**src/design/fcore_pkg.sv**
```systemverilog
// Instruction, data and register types with the opcode and ALU operation encodings
`default_nettype none

package fcore_pkg;

    // Opcode in 3:0, operand A in 7:4, operand B in 11:8, destination in 15:12
    typedef logic [15:0] instr_t;

    // Register contents, two's complement where a compare needs a sign
    typedef logic [15:0] data_t;

    // Register number inside one channel
    typedef logic [3:0] local_reg_t;

    typedef enum logic [3:0] {
        op_nop  = 4'd0,
        op_add  = 4'd1,
        op_sub  = 4'd2,
        op_and  = 4'd3,
        op_or   = 4'd4,
        op_not  = 4'd5,
        op_ldr  = 4'd6,
        op_beq  = 4'd7,
        op_bgt  = 4'd8,
        op_stop = 4'd12
    } opcode_t;

    typedef enum logic [2:0] {
        alu_add  = 3'd0,
        alu_sub  = 3'd1,
        alu_and  = 3'd2,
        alu_or   = 3'd3,
        alu_not  = 3'd4,
        alu_pass = 3'd5,
        alu_eq   = 3'd6,
        alu_gt   = 3'd7
    } alu_op_t;

endpackage

`default_nettype wire
```
**src/design/issue_if.sv**
```systemverilog
// Issue interface from the instruction decoder to the ALU
`timescale 1ns/100ps
`default_nettype none

interface issue_if #(
    parameter int CHANNEL_ADDR_WIDTH = 2
);
    import fcore_pkg::*;

    logic                          valid;
    alu_op_t                       op;
    data_t                         imm;
    logic [CHANNEL_ADDR_WIDTH+3:0] dest;

    modport master (
        output valid,
        output op,
        output imm,
        output dest
    );

    modport slave (
        input valid,
        input op,
        input imm,
        input dest
    );

endinterface

`default_nettype wire

```
**src/design/fcore_slice.sv**
```systemverilog
// Core slice top level with decoder, duplicated register banks and ALU
`timescale 1ns/100ps
`default_nettype none

module fcore_slice #(
    parameter int CHANNEL_ADDR_WIDTH = 2
) (
    input  logic                          clock,
    input  logic                          rst,
    input  logic                          enable,
    input  fcore_pkg::instr_t             instruction,
    input  logic [CHANNEL_ADDR_WIDTH-1:0] channel_address,
    output logic                          result_valid,
    output logic [CHANNEL_ADDR_WIDTH+3:0] result_address,
    output fcore_pkg::data_t              result_data,
    output logic                          core_stop
);
    import fcore_pkg::*;

    logic [CHANNEL_ADDR_WIDTH+3:0] operand_a_address;
    logic [CHANNEL_ADDR_WIDTH+3:0] operand_b_address;
    data_t                         a_data;
    data_t                         b_data;

    issue_if #(
        .CHANNEL_ADDR_WIDTH(CHANNEL_ADDR_WIDTH)
    ) issue ();

    instruction_decoder #(
        .CHANNEL_ADDR_WIDTH(CHANNEL_ADDR_WIDTH)
    ) decoder (
        .clock(clock),
        .rst(rst),
        .enable(enable),
        .instruction(instruction),
        .channel_address(channel_address),
        .operand_a_address(operand_a_address),
        .operand_b_address(operand_b_address),
        .core_stop(core_stop),
        .issue(issue.master)
    );

    // Both banks see every write, so they always hold the same contents
    register_bank #(
        .CHANNEL_ADDR_WIDTH(CHANNEL_ADDR_WIDTH)
    ) bank_a (
        .clock(clock),
        .rd_address(operand_a_address),
        .read_data(a_data),
        .wr_valid(result_valid),
        .wr_address(result_address),
        .wr_data(result_data)
    );

    register_bank #(
        .CHANNEL_ADDR_WIDTH(CHANNEL_ADDR_WIDTH)
    ) bank_b (
        .clock(clock),
        .rd_address(operand_b_address),
        .read_data(b_data),
        .wr_valid(result_valid),
        .wr_address(result_address),
        .wr_data(result_data)
    );

    alu_writeback #(
        .CHANNEL_ADDR_WIDTH(CHANNEL_ADDR_WIDTH)
    ) alu (
        .clock(clock),
        .rst(rst),
        .issue(issue.slave),
        .a_data(a_data),
        .b_data(b_data),
        .wr_valid(result_valid),
        .wr_address(result_address),
        .wr_data(result_data)
    );

endmodule

`default_nettype wire

```
**src/design/alu_writeback.sv**
```systemverilog
// Integer ALU with issue alignment stage and registered writeback
`timescale 1ns/100ps
`default_nettype none

module alu_writeback #(
    parameter int CHANNEL_ADDR_WIDTH = 2
) (
    input  logic                          clock,
    input  logic                          rst,
    issue_if.slave                        issue,
    input  fcore_pkg::data_t              a_data,
    input  fcore_pkg::data_t              b_data,
    output logic                          wr_valid,
    output logic [CHANNEL_ADDR_WIDTH+3:0] wr_address,
    output fcore_pkg::data_t              wr_data
);
    import fcore_pkg::*;

    localparam int ADDR_WIDTH = CHANNEL_ADDR_WIDTH + 4;

    logic                  stage_valid;
    alu_op_t               stage_op;
    data_t                 stage_imm;
    logic [ADDR_WIDTH-1:0] stage_dest;
    data_t                 result;

    // The banks need one cycle to return operands, so the issue waits here
    always_ff @(posedge clock) begin
        if (rst) begin
            stage_valid <= 1'b0;
            wr_valid    <= 1'b0;
        end else begin
            stage_valid <= issue.valid;
            wr_valid    <= stage_valid;
        end
    end

    always_ff @(posedge clock) begin
        if (issue.valid) begin
            stage_op   <= issue.op;
            stage_imm  <= issue.imm;
            stage_dest <= issue.dest;
        end
    end

    always_comb begin
        case (stage_op)
            alu_add:  result = a_data + b_data;
            alu_sub:  result = a_data - b_data;
            alu_and:  result = a_data & b_data;
            alu_or:   result = a_data | b_data;
            alu_not:  result = ~a_data;
            alu_pass: result = stage_imm;
            alu_eq: begin
                result = (a_data == b_data) ? 16'd1 : 16'd0;
            end
            alu_gt: begin
                // Signed compare so that negative values order below positive ones
                result = ($signed(a_data) > $signed(b_data)) ? 16'd1 : 16'd0;
            end
            default:  result = '0;
        endcase
    end

    always_ff @(posedge clock) begin
        if (stage_valid) begin
            wr_address <= stage_dest;
            wr_data    <= result;
        end
    end

endmodule

`default_nettype wire

```
**src/design/register_bank.sv**
```systemverilog
// One copy of the channel register file with a registered read and a write-first bypass
`timescale 1ns/100ps
`default_nettype none

module register_bank #(
    parameter int CHANNEL_ADDR_WIDTH = 2
) (
    input  logic                          clock,
    input  logic [CHANNEL_ADDR_WIDTH+3:0] rd_address,
    output fcore_pkg::data_t              read_data,
    input  logic                          wr_valid,
    input  logic [CHANNEL_ADDR_WIDTH+3:0] wr_address,
    input  fcore_pkg::data_t              wr_data
);
    import fcore_pkg::*;

    // 16 registers for every channel
    localparam int DEPTH = 2 ** (CHANNEL_ADDR_WIDTH + 4);

    data_t registers [DEPTH];

    always_ff @(posedge clock) begin
        if (wr_valid) begin
            registers[wr_address] <= wr_data;
        end
    end

    // A read that meets a write to the same register returns the value being written
    always_ff @(posedge clock) begin
        if (wr_valid && (wr_address == rd_address)) begin
            read_data <= wr_data;
        end else begin
            read_data <= registers[rd_address];
        end
    end

endmodule

`default_nettype wire

```
**src/design/instruction_decoder.sv**
```systemverilog
// Instruction decoder with channel relative register addressing and operation issue
`timescale 1ns/100ps
`default_nettype none

module instruction_decoder #(
    parameter int CHANNEL_ADDR_WIDTH = 2
) (
    input  logic                          clock,
    input  logic                          rst,
    input  logic                          enable,
    input  fcore_pkg::instr_t             instruction,
    input  logic [CHANNEL_ADDR_WIDTH-1:0] channel_address,
    output logic [CHANNEL_ADDR_WIDTH+3:0] operand_a_address,
    output logic [CHANNEL_ADDR_WIDTH+3:0] operand_b_address,
    output logic                          core_stop,
    issue_if.master                       issue
);
    import fcore_pkg::*;

    localparam int ADDR_WIDTH = CHANNEL_ADDR_WIDTH + 4;

    opcode_t               opcode;
    local_reg_t            field_a;
    local_reg_t            field_b;
    local_reg_t            field_dest;
    data_t                 immediate;
    logic [ADDR_WIDTH-1:0] full_a;
    logic [ADDR_WIDTH-1:0] full_b;
    logic [ADDR_WIDTH-1:0] full_dest;
    logic                  issue_op;
    alu_op_t               alu_op;

    assign opcode     = opcode_t'(instruction[3:0]);
    assign field_a    = instruction[7:4];
    assign field_b    = instruction[11:8];
    assign field_dest = instruction[15:12];

    // LDR reuses the B and destination fields as an 8-bit immediate
    assign immediate = {8'h00, instruction[15:8]};

    // Each channel owns 16 registers, so the channel number is the upper address part
    assign full_a    = {channel_address, field_a};
    assign full_b    = {channel_address, field_b};
    assign full_dest = {channel_address, field_dest};

    always_comb begin
        issue_op = 1'b1;
        alu_op   = alu_add;
        case (opcode)
            op_add: alu_op = alu_add;
            op_sub: alu_op = alu_sub;
            op_and: alu_op = alu_and;
            op_or:  alu_op = alu_or;
            op_not: alu_op = alu_not;
            op_ldr: alu_op = alu_pass;
            op_beq: alu_op = alu_eq;
            op_bgt: alu_op = alu_gt;
            // NOP, STOP and the unused codes leave the ALU idle
            default: issue_op = 1'b0;
        endcase
    end

    always_ff @(posedge clock) begin
        if (rst) begin
            issue.valid <= 1'b0;
            core_stop   <= 1'b0;
        end else begin
            issue.valid <= enable && issue_op;
            core_stop   <= enable && (opcode == op_stop);
        end
    end

    always_ff @(posedge clock) begin
        if (enable) begin
            operand_a_address <= full_a;
            operand_b_address <= full_b;
            issue.op          <= alu_op;
            issue.imm         <= immediate;
            // LDR writes to the register named in the operand A field
            if (opcode == op_ldr) begin
                issue.dest <= full_a;
            end else begin
                issue.dest <= full_dest;
            end
        end else begin
            operand_a_address <= '0;
            operand_b_address <= '0;
        end
    end

endmodule

`default_nettype wire

```
**config.mk**
```make
export PLATFORM = sky130hd
export DESIGN_NAME = fcore_slice
export DESIGN_NICKNAME = d
export VERILOG_FILES = /design/src/design/fcore_pkg.sv /design/src/design/issue_if.sv /design/src/design/fcore_slice.sv /design/src/design/alu_writeback.sv /design/src/design/register_bank.sv /design/src/design/instruction_decoder.sv
export SDC_FILE = /design/constraint.sdc
export NUM_CORES = 1
export LEC_CHECK = 0
export BUFFER_PORTS_ARGS = -buffer_cell sky130_fd_sc_hd__clkbuf_2
export CAP_MARGIN = 20
export CORE_MARGIN = 3
export CORE_UTILIZATION = 61
export DETAILED_ROUTE_END_ITERATION = 12
export GPL_ROUTABILITY_DRIVEN = 1
export PLACE_DENSITY = 0.77
export SYNTH_ARGS = -nofsm -noshare
export SYNTH_HDL_FRONTEND = slang
export SYNTH_SLANG_ARGS = --single-unit
```
**constraint.sdc**
```tcl
create_clock -name clock -period 12.3 [get_ports clock]
set_input_delay 0.615 -clock clock [delete_from_list [all_inputs] [get_ports clock]]
set_output_delay 0.615 -clock clock [all_outputs]
set_load 0.01 [all_outputs]
```
# Word-level counts from Yosys, hierarchy flattened
# Memory sizes are Yosys's and may differ from the RTL's. A register that Yosys moved wholly into a read port is not among the register bits.
# Index checks and enable logic that the tools add are counted.
# Widths: inputs -> output; s select.
# word_totals
wordCells	51
out_inout_bits	24
ff_bits	72
mem_bits_rw	2048
input_bits	21
mem_count	2
# memory_table
name	depth	width	rd	rd_clocked_by_memory_dff	write_ports	line	source
bank_a.registers	64	16	1	1	1	register_bank.sv:20	data_t registers [DEPTH];
bank_b.registers	64	16	1	1	1	register_bank.sv:20	
# op_classes
mux	8
n_bitwise	3
eq_ne	17
n_addsub	2
order_cmp	1
reduce_logical	4
# ops
op	n
$pmux 16 s8	1
$pmux 3 s7	1
$add 16x16->16	1
$and 16x16->16	1
$eq 16x16->1	1
$eq 4x3->1 const B	4
$gt 16x16->1	1
$not 16->16	1
$or 16x16->16	1
$sub 16x16->16	1
$eq 3x3->1 const B	4
$eq 4x2->1 const B	2
$eq 4x4->1 const B	2
$reduce_or 8->1	1
$eq 3x2->1 const B	2
$mux 1	5
$eq 4x1->1 const B	1
$mux 4	1
$eq 3x1->1 const B	1
$logic_not 3->1	1
$logic_and 1x1->1	2

# Depth between registers and ports, before layout
# depth
ltp_word	4
mapped_depth	19
depth_no_buf	15

# Cells and area by module
# Synthesis repeated with hierarchy kept, for this count alone.
# hier_totals
hier_cells	4168
area_unflattened_um2	85090.4
# modules_own_cells
mod	seq_area_each_um2	n_inst	area_each_um2	cells_each
register_bank	30869.6	2	39842.0	1819
alu_writeback	1451.4	1	4316.6	455
instruction_decoder	750.7	1	1089.8	75

# Worst setup path before layout
# No wires, ideal clock.
# synth_timing
kind	reg-to-reg
start	reg with a tool-made name
end	reg alu.wr_data[15] (data pin)
t_arrival_ns	5.166
period_less_slack_ns	5.425
t_required_ns	12.041
setup_time_ns	0.259
n_path_buf	4
path_stages_with_launch	18
setup_slack_ns	6.875
cell_sequence	dfxtp_1 clkbuf_1 buf_2 buf_1 mux4_2 mux4_2 mux4_2 inv_1 ha_1 buf_2 or3_1 or4_1 o221a_2 a31oi_2 a221oi_1 nor3_1 o22ai_1 a211o_1
# synth_rtl
item	line	source
end signal: assignment	alu_writeback.sv:68	wr_data <= result;
end: declaration	alu_writeback.sv:15	output fcore_pkg::data_t wr_data

==> results.ini <==
[synth]
synth-edff-count = 1080
syn_avg_cell_area_um2 = 21.1
synth_top_area_cell = edfxtp_1
ys_ff_latch = 1104
synth.area.top_cells = edfxtp_1 (63%), mux4_2 (29%), ha_1 (1.2%)
synth_fp_nets = 2526
synth_sequential_area_ratio_pct = 63.6
synth_top_area_share_pct = 62.6
yosysWarnings = 0
netlist_instances = 2455
synthArstFlopShare_pct = 0
ys_types = 66
synth_top_flop_cell = edfxtp_1
syn_area_um2 = 51800

[grt]
top_usage_layer = met2
grt_util_met2_pct = 51.3
grt_max_degree = 141
grtUsageMet3_pct = 10.6
grt_pass1_wl_mm = 213
grt_remaining_overflow = 0
grt_pass1_vias = 29000
grt_use_total_pct = 34.2
met1_usage_pct = 47.1
antenna_found_initial = 14

[sta]
min_period_ps = 6890
finalCritPeriodShare_pct = 56.0
slew_violations = 0
slew_headroom_pct = 25.1
skew_ps = 42.0
fmax_mhz = 145
setup_viol = 0
rsz0062_at_grt = no
setup_tns_ps = 0
worst_pin_slew_ps = 1120
final_hold_viol_count = 0

[die]
die_width_um = 297
rows = 106
num_io_pins = 45
die-area_um2 = 88400
fp.dieH_um = 297
coreArea_um2 = 83800
start_util_pct = 61.8

[critical_path]
reg2reg_slack_ps = 5410
rr_worst_depth = 15
path_class = reg -> reg
crit_top_cell = mux4_2
crit_path_max_fanout = 99
slowest_delay_ps = 910
end_kind = flip-flop
endpoint = alu.wr_data[15]
r2r-end = alu.wr_data[15]
crit_chain = buf_12, buf_4, mux4_2, mux4_2, mux4_2, inv_1, ha_1, or3_1, or4_1, o221a_2, a31oi_2, a221oi_1, nor3_1, o22ai_1, a211o_1
cp-start-kind = flip-flop
cp_slowest_cell = dfxtp_4
required_ps = 12720
arrival_ps = 7310

[power]
p_leak_nw = 17.6
p_per_area_nw_per_um2 = 146
totalPowerFinal_mw = 8.41
combPwrFrac_pct = 9.8
sw_frac_of_total_pct = 23.0
pwr-share-seq_pct = 49.5
clkPwrFrac_pct = 40.6
internal-power_mw = 6.47
p_switching_mw = 1.94
vdd_drop_max_mv = 0.116

[clocking]
clkSlewWorstSetupHoldPaths_ps = 60
h-tree-depth = 3
postCtsHoldBufs = 0
clk_latency_ps = 690
numCtsBuffers = 110
ctsResizeCount = 0
cts_setup_buffers = 0
clockRootBuffer = clkbuf_16
clockBufferDepth = 3
clkSinkCount = 1104
cts_tree = yes

[placed_design]
io_buffers = 44
hpwl_mm = 87.2
routabilityCongestion = 1.00

[route]
wl_mm = 148
ant_nets = 0
routedWlPerCell_um = 39.2
drt-initial-drc-count = 4371
drc = 0
vias = 28300
vias_per_cell = 7.52
firstDrtPassIters = 6

[hold_path]
worst_hold_path_type = in -> reg
min_from = instruction[12]

[cells_and_area]
seq_area_um2 = 32900
area_growth_pct = 11.0
nets = 2605
fillers = 5072
drive_gt1_share_pct = 40.3
multi_input_area_um2 = 18100

[run]
maxCapViolCount = 0

[outcome]
outcome = complete, no violations

[worst min path at each step]
stage | endpoint | slack, ps | cells past startpoint
after global routing | decoder.issue.imm[4] | 130 | 1
after detailed placement | flip-flop | 310 | 0
after CTS | decoder.issue.imm[4] | 110 | 1
after global placement | flip-flop | 320 | 0
after floorplan | flip-flop | 310 | 0
final | decoder.issue.imm[4] | 150 | 1
[power by group through the flow]
stage	Sequential (mW)	Combinational, mW	Clock (mW)
6_report	4.17	0.827	3.42
5_1_grt	4.17	0.872	3.60
4_1_cts	4.17	0.807	3.44
3_5_place_dp	4.25	0.802	0
3_3_place_gp	4.25	0.796	0
2_1_floorplan	4.23	0.560	0
[per-layer routing]
metal / up-vias / share of wire [%]
met5: - / 0.052
met4: 12 / 5.3
met3: 381 / 13
met2: 2092 / 47
met1: 14900 / 35
li1: 10900 / -
[cells in the mapped netlist (3+ instances only)]
| library cell | count |
|---|---|
| nand2b_1 | 6 |
| o221ai_1 | 4 |
| nor3_1 | 14 |
| a311oi_1 | 4 |
| o21ai_0 | 31 |
| xnor2_1 | 7 |
| mux2_2 | 4 |
| or3_1 | 5 |
| buf_2 | 19 |
| buf_6 | 11 |
| o21ai_1 | 4 |
| clkbuf_1 | 102 |
| a22oi_1 | 15 |
| a221oi_1 | 4 |
| a22o_1 | 6 |
| dfxtp_1 | 24 |
| nor4_1 | 5 |
| nor2_1 | 97 |
| a21oi_1 | 41 |
| or2_2 | 3 |
| o21a_1 | 5 |
| xor2_1 | 6 |
| mux4_2 | 661 |
| a31oi_1 | 10 |
| mux2i_1 | 4 |
| nand2_1 | 39 |
| and2_1 | 11 |
| nor2b_1 | 14 |
| nand3_1 | 12 |
| a211oi_1 | 3 |
| inv_1 | 43 |
| nand3b_1 | 5 |
| o211ai_1 | 5 |
| buf_4 | 7 |
| o21bai_1 | 6 |
| buf_1 | 41 |
| ha_1 | 48 |
| o22ai_1 | 7 |
| nor4b_1 | 3 |
| edfxtp_1 | 1080 |
| nand4_1 | 4 |
[metrics by stage]
step                      area (µm²)  setup WS (ps)  hold slack (ps)  std cells  util [%]
final                          57500           5410              148       3764      68.6
after global routing           57500           4890              128       3758      68.6
after floorplan                51800           6870              310       2455         -
after CTS                      57400           5280              112       3754      68.4
after detailed placement       53700           5320              312       3552      64.1
after global placement         53700           5330              317       3551      64.0
[critical path, delay by kind of cell, from the launching register on]
family                     cells  cell delay [ps]
muxes                          3             1590
buffers and inverters          3             1370
AOI/OAI and AO/OA              5             1140
and+or+nand+nor                3             1130
DFF                            1              910
adders and majority gates      1              370
[cell usage in the layout (no fill, tap or decap), drive strengths merged, types with 24 or more instances in the layout]
master  Yosys  final
nand2      39     39
clkinv      1     45
buf        78    104
mux4      661    661
edfxtp   1080   1080
dfxtp      24     24
inv        45     46
a21oi      41     41
clkbuf    103    180
o21ai      35     35
nor2       97     97
ha         48     48
[state kept, by name (all words and copies together) (netlist names), named ones only]
| register | count |
|---|---|
| alu.wr_address | 6 |
| decoder.core_stop | 1 |
| decoder.issue.dest | 6 |
| alu.wr_data | 16 |
| decoder.issue.op | 3 |
| alu.wr_valid | 1 |
| alu.stage_op | 3 |
| bank_b.registers | 1008 |
| alu.stage_dest | 6 |
| decoder.issue.imm | 8 |
| decoder.issue.valid | 1 |
| bank_a.registers | 16 |
| decoder.operand_a_address | 4 |
| decoder.operand_b_address | 6 |
| alu.stage_valid | 1 |
| alu.stage_imm | 8 |
[layout make-up]
class | instances | area share [%]
Multi-Input combinational cell | 1124 | 31.5
Antenna cell | 6 | 0.0261
Timing Repair Buffer | 148 | 2.02
Tap cell | 1134 | 2.47
Sequential cell | 1104 | 57.3
Inverter | 46 | 0.300
Clock inverter | 66 | 1.33
Clock buffer | 136 | 5.05
[cell families (layout without fill, tap and decap cells)]
| family | after synthesis | in the layout | share of synthesized area, % |
|---|---|---|---|
| xor+xnor | 13 | 13 | 0.220 |
| simple gates | 227 | 227 | 2.08 |
| flops | 1104 | 1104 | 63.6 |
| fa+ha+maj | 50 | 50 | 1.24 |
| buf+inv | 227 | 396 | 1.90 |
| compound gates | 165 | 165 | 2.09 |
| mux | 669 | 669 | 28.9 |
| other cells | 0 | 6 | 0 |
Note: power is estimated with default switching activity, not from simulation.
